[config.mk]
export PLATFORM = sky130hd
export DESIGN_NAME = shop_monitor
export DESIGN_NICKNAME = d
export VERILOG_FILES = /design/src/shop_mon_pkg.sv /design/src/shop_req_if.sv /design/src/shop_resp_if.sv /design/src/response_rules.sv /design/src/sequence_tracker.sv /design/src/shop_monitor.sv /design/src/strobe_rules.sv /design/src/violation_report.sv
export SDC_FILE = /design/constraint.sdc
export NUM_CORES = 1
export LEC_CHECK = 0
export ABC_AREA = 1
export BUFFER_PORTS_ARGS = -buffer_cell sky130_fd_sc_hd__buf_2
export CAP_MARGIN = 0
export CORE_ASPECT_RATIO = 1.25
export CORE_MARGIN = 5
export CORE_UTILIZATION = 30
export CTS_BUF_LIST = sky130_fd_sc_hd__clkbuf_16
export DETAILED_ROUTE_END_ITERATION = 8
export PLACE_DENSITY = 0.64
export SLEW_MARGIN = 20
export SYNTH_ARGS = -nofsm -noshare
export SYNTH_HDL_FRONTEND = slang
export SYNTH_SLANG_ARGS = --single-unit
[constraint.sdc]
create_clock -name clk -period 1.9 [get_ports clk]
set_input_delay 0.57 -clock clk [delete_from_list [all_inputs] [get_ports clk]]
set_output_delay 0.57 -clock clk [all_outputs]
set_load 0.005 [all_outputs]
[src/shop_mon_pkg.sv]
// Shared types and widths for the shop protocol monitor
// Action codes, violation codes and tracker phases
// Field widths and rule mask size

package shop_mon_pkg;

	// Request action code
	typedef enum logic [1:0] {
		act_buy     = 2'd0,
		act_check   = 2'd1,
		act_deposit = 2'd2,
		act_return  = 2'd3
	} action_e;

	// Reported violation classes, mask bit k enables value k+1
	typedef enum logic [2:0] {
		viol_none         = 3'd0,
		viol_multi_strobe = 3'd1,
		viol_held_strobe  = 3'd2,
		viol_order        = 3'd3,
		viol_early_resp   = 3'd4,
		viol_resp_field   = 3'd5
	} viol_e;

	// Sequence tracker state
	typedef enum logic [2:0] {
		ph_idle,
		ph_user,
		ph_item,
		ph_num,
		ph_seller,
		ph_amount,
		ph_check_open,
		ph_done
	} phase_e;

	localparam int ERR_W  = 4;
	localparam int INFO_W = 32;
	localparam int CNT_W  = 16;
	localparam int RULE_N = 5;

endpackage

[src/shop_req_if.sv]
// Request side bundle of the shop controller
// Five input strobes plus the action code

`timescale 1ns/1ns

interface shop_req_if;

	logic                  id_valid;
	logic                  act_valid;
	logic                  item_valid;
	logic                  num_valid;
	logic                  amnt_valid;
	shop_mon_pkg::action_e act;

	// Driven from the monitor top
	modport src (
		output id_valid, act_valid, item_valid, num_valid, amnt_valid, act
	);

	// Checkers only observe
	modport mon (
		input id_valid, act_valid, item_valid, num_valid, amnt_valid, act
	);

endinterface

[src/shop_resp_if.sv]
// Response side bundle of the shop controller
// One-cycle out_valid with status and payload fields

`timescale 1ns/1ns

interface shop_resp_if;

	logic                            out_valid;
	logic                            complete;
	logic [shop_mon_pkg::ERR_W-1:0]  err_msg;
	logic [shop_mon_pkg::INFO_W-1:0] out_info;

	// Driven from the monitor top
	modport src (
		output out_valid, complete, err_msg, out_info
	);

	// Checkers only observe
	modport mon (
		input out_valid, complete, err_msg, out_info
	);

endinterface

[src/response_rules.sv]
// Response field consistency
// complete needs a zero err_msg, not complete needs a zero out_info

`timescale 1ns/1ns

module response_rules (
	shop_resp_if.mon            resp,
	output shop_mon_pkg::viol_e viol
);

	logic err_bad;
	logic info_bad;

	// Only meaningful while out_valid is high
	assign err_bad  = resp.complete && (resp.err_msg != '0);
	assign info_bad = !resp.complete && (resp.out_info != '0);

	always_comb begin
		viol = shop_mon_pkg::viol_none;
		if (resp.out_valid && (err_bad || info_bad))
			viol = shop_mon_pkg::viol_resp_field;
	end

endmodule

[src/sequence_tracker.sv]
// Per-action input order tracking
// Phase FSM with one expected request strobe per phase,
// stray strobe and early response detection

`timescale 1ns/1ns

module sequence_tracker (
	input  logic                clk,
	input  logic                rst_n,
	shop_req_if.mon             req,
	shop_resp_if.mon            resp,
	output shop_mon_pkg::viol_e viol
);

	// Strobe vector order is id, act, item, num, amnt
	localparam logic [4:0] S_ID   = 5'b10000;
	localparam logic [4:0] S_ACT  = 5'b01000;
	localparam logic [4:0] S_ITEM = 5'b00100;
	localparam logic [4:0] S_NUM  = 5'b00010;
	localparam logic [4:0] S_AMNT = 5'b00001;

	shop_mon_pkg::phase_e phase;
	shop_mon_pkg::phase_e phase_nxt;
	logic [4:0]           req_now;
	logic [4:0]           expect_mask;
	logic                 stray;
	logic                 early;

	// First phase after the action strobe
	function automatic shop_mon_pkg::phase_e act_target(input shop_mon_pkg::action_e a);
		shop_mon_pkg::phase_e p;
		case (a)
			shop_mon_pkg::act_deposit: p = shop_mon_pkg::ph_amount;
			shop_mon_pkg::act_check:   p = shop_mon_pkg::ph_check_open;
			default:                   p = shop_mon_pkg::ph_item;
		endcase
		return p;
	endfunction

	assign req_now = {req.id_valid, req.act_valid, req.item_valid,
		req.num_valid, req.amnt_valid};

	// ##################################################
	// Expected strobe and next phase
	// ##################################################
	always_comb begin
		expect_mask = '0;
		phase_nxt   = phase;
		case (phase)
			shop_mon_pkg::ph_idle: begin
				expect_mask = S_ID | S_ACT;
				if (req.act_valid)
					phase_nxt = act_target(req.act);
				else if (req.id_valid)
					phase_nxt = shop_mon_pkg::ph_user;
			end
			shop_mon_pkg::ph_user: begin
				expect_mask = S_ACT;
				if (req.act_valid)
					phase_nxt = act_target(req.act);
			end
			shop_mon_pkg::ph_item: begin
				expect_mask = S_ITEM;
				if (req.item_valid)
					phase_nxt = shop_mon_pkg::ph_num;
			end
			shop_mon_pkg::ph_num: begin
				expect_mask = S_NUM;
				if (req.num_valid)
					phase_nxt = shop_mon_pkg::ph_seller;
			end
			shop_mon_pkg::ph_amount: begin
				expect_mask = S_AMNT;
				if (req.amnt_valid)
					phase_nxt = shop_mon_pkg::ph_done;
			end
			shop_mon_pkg::ph_seller, shop_mon_pkg::ph_check_open: begin
				expect_mask = S_ID;
				if (req.id_valid)
					phase_nxt = shop_mon_pkg::ph_done;
			end
			default: expect_mask = '0;
		endcase
		// Response always closes the sequence
		if (resp.out_valid)
			phase_nxt = shop_mon_pkg::ph_idle;
	end

	always_ff @(posedge clk or negedge rst_n) begin
		if (!rst_n)
			phase <= shop_mon_pkg::ph_idle;
		else
			phase <= phase_nxt;
	end

	assign stray = |(req_now & ~expect_mask);
	assign early = resp.out_valid && (phase != shop_mon_pkg::ph_check_open)
		&& (phase != shop_mon_pkg::ph_done);

	always_comb begin
		viol = shop_mon_pkg::viol_none;
		if (stray)
			viol = shop_mon_pkg::viol_order;
		else if (early)
			viol = shop_mon_pkg::viol_early_resp;
	end

	a_phase_known : assert property (@(posedge clk) disable iff (!rst_n)
		!$isunknown(phase));

endmodule

[src/shop_monitor.sv]
// Shop controller protocol monitor, top level
// Bundles plain ports into request and response interfaces
// and connects the three checkers to the report stage

`timescale 1ns/1ns

module shop_monitor (
	input  logic                              clk,
	input  logic                              rst_n,
	input  logic                              id_valid,
	input  logic                              act_valid,
	input  logic                              item_valid,
	input  logic                              num_valid,
	input  logic                              amnt_valid,
	input  shop_mon_pkg::action_e             act,
	input  logic                              out_valid,
	input  logic                              complete,
	input  logic [shop_mon_pkg::ERR_W-1:0]    err_msg,
	input  logic [shop_mon_pkg::INFO_W-1:0]   out_info,
	input  logic                              cfg_we,
	input  logic [shop_mon_pkg::RULE_N-1:0]   cfg_mask,
	input  logic                              cfg_clear,
	output logic                              viol_valid,
	output shop_mon_pkg::viol_e               viol_code,
	output logic [shop_mon_pkg::CNT_W-1:0]    viol_count,
	output shop_mon_pkg::viol_e               first_code
);

	shop_mon_pkg::viol_e viol_strobe;
	shop_mon_pkg::viol_e viol_order;
	shop_mon_pkg::viol_e viol_resp;

	shop_req_if  req_bus ();
	shop_resp_if resp_bus ();

	// Port bundling
	assign req_bus.id_valid   = id_valid;
	assign req_bus.act_valid  = act_valid;
	assign req_bus.item_valid = item_valid;
	assign req_bus.num_valid  = num_valid;
	assign req_bus.amnt_valid = amnt_valid;
	assign req_bus.act        = act;
	assign resp_bus.out_valid = out_valid;
	assign resp_bus.complete  = complete;
	assign resp_bus.err_msg   = err_msg;
	assign resp_bus.out_info  = out_info;

	strobe_rules strobe_rules_i (
		.clk  (clk),
		.rst_n(rst_n),
		.req  (req_bus.mon),
		.resp (resp_bus.mon),
		.viol (viol_strobe)
	);

	sequence_tracker sequence_tracker_i (
		.clk  (clk),
		.rst_n(rst_n),
		.req  (req_bus.mon),
		.resp (resp_bus.mon),
		.viol (viol_order)
	);

	response_rules response_rules_i (
		.resp(resp_bus.mon),
		.viol(viol_resp)
	);

	violation_report violation_report_i (
		.clk        (clk),
		.rst_n      (rst_n),
		.viol_strobe(viol_strobe),
		.viol_order (viol_order),
		.viol_resp  (viol_resp),
		.cfg_we     (cfg_we),
		.cfg_mask   (cfg_mask),
		.cfg_clear  (cfg_clear),
		.viol_valid (viol_valid),
		.viol_code  (viol_code),
		.viol_count (viol_count),
		.first_code (first_code)
	);

endmodule

[src/strobe_rules.sv]
// Strobe shape checks
// One request strobe per cycle at most, and every strobe
// (request or response) lasts a single cycle

`timescale 1ns/1ns

module strobe_rules (
	input  logic                clk,
	input  logic                rst_n,
	shop_req_if.mon             req,
	shop_resp_if.mon            resp,
	output shop_mon_pkg::viol_e viol
);

	logic [4:0] req_now;
	logic [4:0] req_prev;
	logic       resp_prev;
	logic       multi_hit;
	logic       held_hit;

	assign req_now = {req.id_valid, req.act_valid, req.item_valid,
		req.num_valid, req.amnt_valid};

	// Last cycle's strobes
	always_ff @(posedge clk or negedge rst_n) begin
		if (!rst_n) begin
			req_prev  <= '0;
			resp_prev <= 1'b0;
		end else begin
			req_prev  <= req_now;
			resp_prev <= resp.out_valid;
		end
	end

	// More than one bit set clears to nonzero after dropping the lowest bit
	assign multi_hit = |(req_now & (req_now - 5'd1));
	assign held_hit  = (|(req_now & req_prev)) | (resp.out_valid & resp_prev);

	always_comb begin
		viol = shop_mon_pkg::viol_none;
		if (multi_hit)
			viol = shop_mon_pkg::viol_multi_strobe;
		else if (held_hit)
			viol = shop_mon_pkg::viol_held_strobe;
	end

	a_viol_range : assert property (@(posedge clk) disable iff (!rst_n)
		viol inside {shop_mon_pkg::viol_none, shop_mon_pkg::viol_multi_strobe,
			shop_mon_pkg::viol_held_strobe});

endmodule

[src/violation_report.sv]
// Violation reporting stage
// Rule mask register, fixed priority pick, registered event,
// saturating count and first-code capture

`timescale 1ns/1ns

module violation_report (
	input  logic                              clk,
	input  logic                              rst_n,
	input  shop_mon_pkg::viol_e               viol_strobe,
	input  shop_mon_pkg::viol_e               viol_order,
	input  shop_mon_pkg::viol_e               viol_resp,
	input  logic                              cfg_we,
	input  logic [shop_mon_pkg::RULE_N-1:0]   cfg_mask,
	input  logic                              cfg_clear,
	output logic                              viol_valid,
	output shop_mon_pkg::viol_e               viol_code,
	output logic [shop_mon_pkg::CNT_W-1:0]    viol_count,
	output shop_mon_pkg::viol_e               first_code
);

	logic [shop_mon_pkg::RULE_N-1:0] mask;
	shop_mon_pkg::viol_e             pick;
	logic                            pick_valid;

	// Mask bit k enables code k+1 and viol_none never passes
	function automatic logic rule_on(input shop_mon_pkg::viol_e code,
		input logic [shop_mon_pkg::RULE_N-1:0] m);
		logic on;
		on = 1'b0;
		for (int k = 0; k < shop_mon_pkg::RULE_N; k++) begin
			if (int'(code) == k + 1)
				on = m[k];
		end
		return on;
	endfunction

	// Strobe rules win, then order, then response fields
	always_comb begin
		pick = shop_mon_pkg::viol_none;
		if (rule_on(viol_strobe, mask))
			pick = viol_strobe;
		else if (rule_on(viol_order, mask))
			pick = viol_order;
		else if (rule_on(viol_resp, mask))
			pick = viol_resp;
	end

	assign pick_valid = (pick != shop_mon_pkg::viol_none);

	// ##################################################
	// Report registers
	// ##################################################
	always_ff @(posedge clk or negedge rst_n) begin
		if (!rst_n) begin
			mask       <= '1;
			viol_valid <= 1'b0;
			viol_code  <= shop_mon_pkg::viol_none;
			viol_count <= '0;
			first_code <= shop_mon_pkg::viol_none;
		end else begin
			if (cfg_we)
				mask <= cfg_mask;
			viol_valid <= pick_valid;
			viol_code  <= pick;
			if (cfg_clear) begin
				// A same-cycle report is the first one after the clear
				viol_count <= pick_valid ? shop_mon_pkg::CNT_W'(1) : '0;
				first_code <= pick;
			end else begin
				if (pick_valid && (viol_count != '1))
					viol_count <= viol_count + 1'b1;
				if (first_code == shop_mon_pkg::viol_none)
					first_code <= pick;
			end
		end
	end

	a_valid_code : assert property (@(posedge clk) disable iff (!rst_n)
		viol_valid |-> viol_code != shop_mon_pkg::viol_none);

endmodule
; ---- Word level (Yosys, flattened, before mapping)
; Cells that the tools add are included.
; W data, S select, Z words.
[totals]
register_bits = 37
input_bits = 54
output_inout_bits = 23
[classes]
n_addsub = 2
eq_ne = 32
muxes = 42
n_bitwise = 6
n_reduce_logical = 21
[ops]
columns = cell, count
row1 = $mux W3, 16
row2 = $eq A3 B3 Y1 const B, 13
row3 = $mux W16, 2
row4 = $reduce_bool A32 Y1, 1
row5 = $pmux W5 S6, 1
row6 = $ne A3 B3 Y1 const B, 7
row7 = $mux W1, 19
row8 = $pmux W3 S6, 1
row9 = $add A16 B1 Y16 const B, 1
row10 = $ne A16 B16 Y1 const B, 1
row11 = $and A5 B5 Y5, 3
row12 = $reduce_or A5 Y1, 3
row13 = $eq A3 B2 Y1 const B, 4
row14 = $reduce_and A7 Y1, 1
row15 = $reduce_bool A7 Y1, 1
row16 = $eq A2 B2 Y1 const B, 3
row17 = $logic_and A1 B1 Y1, 6
row18 = $logic_not A3 Y1, 2
row19 = $pmux W3 S2, 1
row20 = $not A5 Y5, 1
row21 = $sub A5 B1 Y5 const B, 1
row22 = $eq A2 B1 Y1 const B, 2
row23 = $mux W2, 2
row24 = $ne A4 B4 Y1 const B, 1
row25 = 9 further kinds, 10

; ---- Longest topological paths before layout
[logic_depth]
word_depth = 23
depth_mapped = 16
ltp_nobuf = 15

; ---- Modules after synthesis
; A second synthesis with hierarchy kept.
[unflattened]
hier_cells = 389
hier_area_um2 = 2768.9
[by_module_without_submodules]
columns = module, n_inst, cells_each, area_each_um2
row1 = violation_report, 1, 242, 1924.3
row2 = sequence_tracker, 1, 73, 404.1
row3 = strobe_rules, 1, 35, 272.8
row4 = response_rules, 1, 39, 167.7

; ---- Worst setup path before layout
; OpenSTA, ideal clock, no wires.
[synth_timing]
path_kind = input to register
startpoint = in act_valid
endpoint = reg violation_report_i.viol_count[4] (netlist bit)
t_arrival_ps = 1842
t_required_ps = 1784
setup_slack_ps = -58
cell_stages = 15
path_cell_list = inv_1 > nand3_1 > nand2_1 > nand2_1 > inv_2 > nand2_1 > nor2_1 > nor2_1 > nand2_2 > nand3_4 > nand2_4 > nand2_4 > buf_12 > nand2_4 > nand2_2
[synth_between]
elab_chain_cells = 15
[synth_lines]
columns = element, line
row1 = from (decl), shop_monitor.sv:11  ; input logic act_valid,
row2 = "parallel branches: the longest is 11 deep, another holds $sub A5 B1 Y5", -
row3 = $mux W3 (*), violation_report.sv:41  ; if (rule_on(viol_strobe, mask))
row4 = $reduce_bool A3 Y1 (*), violation_report.sv:49  ; assign pick_valid = (pick != shop_mon_pkg::viol_none);
row5 = via violation_report_i.pick_valid, violation_report.sv:24  ; logic pick_valid;
row6 = $logic_and A1 B1 Y1 (*), violation_report.sv:71  ; if (pick_valid && (viol_count != '1))
row7 = $reduce_bool A2 Y1 (no line) (*), -
row8 = to (signal assigned), violation_report.sv:68  ; viol_count <= pick_valid ? shop_mon_pkg::CNT_W'(1) : '0;
row9 = to (signal assigned), violation_report.sv:72  ; viol_count <= viol_count + 1'b1;
row10 = to (decl), violation_report.sv:18  ; output logic [shop_mon_pkg::CNT_W-1:0] viol_count,
; Mark *: on every way through the listed nets, which the timed path passes. The select of a mux whose other input is x is not followed.
; A chain may end at the register's enable or synchronous reset.

; ---- Final worst setup path
[layout_timing]
startpoint = reg sequence_tracker_i.phase[1]
endpoint = reg violation_report_i.viol_count[14] (netlist bit)
[layout_between]
elab_chain_cells = 19
[layout_lines]
columns = element, line
row1 = from (decl), sequence_tracker.sv:22  ; shop_mon_pkg::phase_e phase;
row2 = from (signal assigned), sequence_tracker.sv:91  ; phase <= shop_mon_pkg::ph_idle;
row3 = from (signal assigned), sequence_tracker.sv:93  ; phase <= phase_nxt;
row4 = $eq A3 B3 Y1, sequence_tracker.sv:49  ; case (phase)
row5 = $reduce_or A2 Y1, sequence_tracker.sv:49
row6 = $pmux W5 S6, sequence_tracker.sv:49
row7 = $not A5 Y5, sequence_tracker.sv:96  ; assign stray = |(req_now & ~expect_mask);
row8 = $and A5 B5 Y5, sequence_tracker.sv:96
row9 = $reduce_or A5 Y1, sequence_tracker.sv:96
row10 = $mux W3 (*), sequence_tracker.sv:102  ; if (stray)
row11 = $eq A3 B2 Y1, violation_report.sv:32  ; if (int'(code) == k + 1)
row12 = $mux W1 (5 in series), violation_report.sv:32
row13 = $mux W1, violation_report.sv:41
row14 = $mux W3 (*), violation_report.sv:43  ; else if (rule_on(viol_order, mask))
row15 = $mux W3 (*), violation_report.sv:41
row16 = $reduce_bool A3 Y1 (*), violation_report.sv:49
row17 = via violation_report_i.pick_valid, violation_report.sv:24
row18 = $logic_and A1 B1 Y1 (*), violation_report.sv:71
row19 = $reduce_bool A2 Y1 (no line) (*), -
; The timed path passes the listed nets; every way through them passes the cells marked *. The select of a mux whose other input is x is not followed.

==> impl_metrics.ini <==
[logic_synthesis]
syn_avg_cell_area_sq_um = 7.976
synth_nets = 347
synthCells = 291
synth-main-ff-cell = dfrtp_1
post-synth-top-area-cell = dfrtp_1
synth_edf_count = 0
syn_area_sq_um = 2321
async_flop_share_pct = 100.0
synth.distinct_cells = 40
yosysMostFrequentCell = nand2_1
yosys-top-cells-area = dfrtp_1, nand2_1, nor2_1, nand3_1, nand2_4
synth_common_cells = nand2_1, nor2_1, nand3_1
ys_warn_count = 0
ys_ff_latch = 37
synth_top_area_share_pct = 34.50
yosysSeqAreaShare_pct = 40.16

[critical_path]
r2r-end = violation_report_i.viol_count[14]$_DFFE_PN0P_
required_ns = 2.07
arrival_ns = 2.04
start_kind = flip-flop
critPathMaxFanout = 8
path_class = flip-flop to flip-flop
critPathCaptureType = flip-flop
r2r_cells = 13
reg2reg_from = sequence_tracker_i.phase[1]$_DFFE_PN0P_
reg2reg_slack_ns = 0.03

[final_layout]
register_area_sq_um = 934.6
multiInputGateArea_sq_um = 1345
nets = 458
final_cells = 495
syn2layout_area_growth_pct = 41.94
fin_area_sq_um = 3294
antennaDiodeCount = 0
fillCellCount = 766
drive_above_1_share_pct = 43.42

[placed_design]
pre_cts_slack_ns = -0.2600
place_area_sq_um = 3005
dp.cells = 481
routabilityCongestion = 0.8416
dp_hpwl_microns = 4678
portBuffers = 76

[drt]
vias = 2335
drt-total-wl_microns = 6101
drc = 0
wl_per_cell_microns = 12.33
ant_nets = 0
drtIter0Drc = 68
drtPass1Iterations = 4
viasPerCell = 4.717

[power_and_ir_drop]
vdd_drop_max_uv = 519.2
power_leakage_uw = 0.001686
power_density_nw_per_um2 = 835.5

[die]
die_area_sq_um = 9607
row_count = 35
dieWidth_microns = 88.67
ios = 77
start_util_pct = 31.18
core_region_area_sq_um = 7445
die_h_microns = 108.3

[status]
status = complete, no violations

[global_route]
use_met3_pct = 2.896
grt_pass1_wl_microns = 9639
antenna_found_initial = 0
grt.total_usage_pct = 12.64
grt_max_degree = 38
gr-max-usage-layer = met2
use_met1_pct = 14.86
first_global_vias = 2192
met2_usage_pct = 22.35
gr-total-overflow = 0

[sta]
tightest_slew_ns = 0.5250
fin_crit_ns = 1.871
worst_slew_margin_rel_pct = 64.96
setup_ws_ns = 0.02939
clock-skew-final_ns = 0.004245
fmax_mhz = 534.6
slew_violations = 0
rsz0062_at_grt = yes
post-route-period-util_pct = 98.45
finalHoldViolCount = 0
setup_viol = 0

[clocking]
clkLatencyLatePin_ns = 0.28
cts_buffer_depth = 2
cts.sinks = 37
path_clk_slew_ns = 0.06
clockRootBuffer = clkbuf_16
tritoncts = done
htree_levels = 2
numCtsBuffers = 5
holdBufCountCts = 0

[flow_run]
max_cap_violations = 0

[min_path]
min_path_type = input pin to asynchronous set/reset pin
-- stage by stage --
stage / setup TNS, ns / util (%) / hold slack, ns / total power (uW)
floorplan: -0.1744 / - / 0.2744 / 1478
global placement: -2.820 / 40.37 / 0.4794 / 1822
detailed placement: -3.581 / 40.37 / 0.4893 / 1835
CTS: 0 / 42.42 / 0.2576 / 2653
global route: -1.310 / 44.25 / 0.2635 / 2952
finish: 0 / 44.25 / 0.2511 / 2752
-- repair_timing --
action,in CTS,in global routing
cloned,0,2
pin swaps,0,7
buffers inserted,0,4
setup endpoints to repair,16,16
gates resized for setup,4,17
-- power breakdown --
part	internal, uW	switching [uW]	leakage, uW
registers	896	93.4	0.000464
clock network	476	310	0.0000748
logic	479	498	0.00115
-- flip-flops by register name (all words and copies together) (netlist names) --
name                           cells
violation_report_i.viol_code       3
strobe_rules_i.resp_prev           1
violation_report_i.viol_valid      1
sequence_tracker_i.phase           3
strobe_rules_i.req_prev            5
violation_report_i.mask            5
violation_report_i.viol_count     16
violation_report_i.first_code      3
-- worst max-delay path by stage --
stage	cells after the start	start	end	slack, ns
detailed placement	15	act_valid	violation_report_i.viol_count[3]$_DFFE_PN0P_	-0.26
CTS	12	sequence_tracker_i.phase[1]$_DFFE_PN0P_	violation_report_i.viol_count[7]$_DFFE_PN0P_	0.007
floorplan	12	out_info[7]	violation_report_i.viol_count[4]$_DFFE_PN0P_	-0.02
global placement	15	act_valid	violation_report_i.viol_count[2]$_DFFE_PN0P_	-0.20
global route	15	sequence_tracker_i.phase[2]$_DFFE_PN0P_	violation_report_i.viol_count[0]$_DFFE_PN0P_	-0.09
finish	13	sequence_tracker_i.phase[1]$_DFFE_PN0P_	violation_report_i.viol_count[14]$_DFFE_PN0P_	0.03
-- critical path, stage by stage (launching register included) --
cell	delay, ns
dfrtp_2	0.47
inv_2	0.08
nand3_1	0.09
nand2_1	0.09
nand2_2	0.08
nor2_4	0.15
nor2_4	0.06
o21ai_2	0.12
nand2_2	0.09
nand3_4	0.12
nand2_8	0.10
clkbuf_16	0.18
nand3_1	0.08
nand2_2	0.05
-- routing by layer --
layer	wire, microns	vias to the layer above
met5	0	-
met1	2460	1098
li1	-	1184
met4	59	0
met3	297	4
met2	3283	49
-- cell families (layout without fill, tap and decap cells) --
kind of cell               after synthesis  after routing  synth area share, %
AOI/OAI and AO/OA                       30             30                8.140
xor gates and xnor gates                12             12                4.528
adders and majority gates                2              2                1.078
buffers and inverters                   27            138                5.283
DFF                                     37             37                40.16
muxes                                    2              2               0.9703
and+or+nand+nor                        181            182                39.84
-- placed cells by master (no fill, tap or decap), drive strengths merged, types with 2 or more instances in the layout --
master and n:
nand4 6, o21bai 2, a21oi 3, nor4 2, nor2 50, buf 109
o21ai 17, or2 2, nor3 3, ha 2, nand2 80, a22o 4
dfrtp 32, clkbuf 6, xor2 11, nor3b 2, inv 20, mux2 2
dfstp 5, nand3 35, clkinv 2
-- area by class of cell --
| cell class | instances | share of cell area (%) |
|---|---|---|
| clock buffers | 5 | 3.798 |
| multi-input cells | 228 | 40.83 |
| repair buffers | 110 | 20.70 |
| inverters | 20 | 2.393 |
| flip-flops and latches | 37 | 28.37 |
| well taps | 92 | 3.494 |
| clock inverters | 3 | 0.4178 |
No activity file was read; power rests on OpenSTA's default activity.
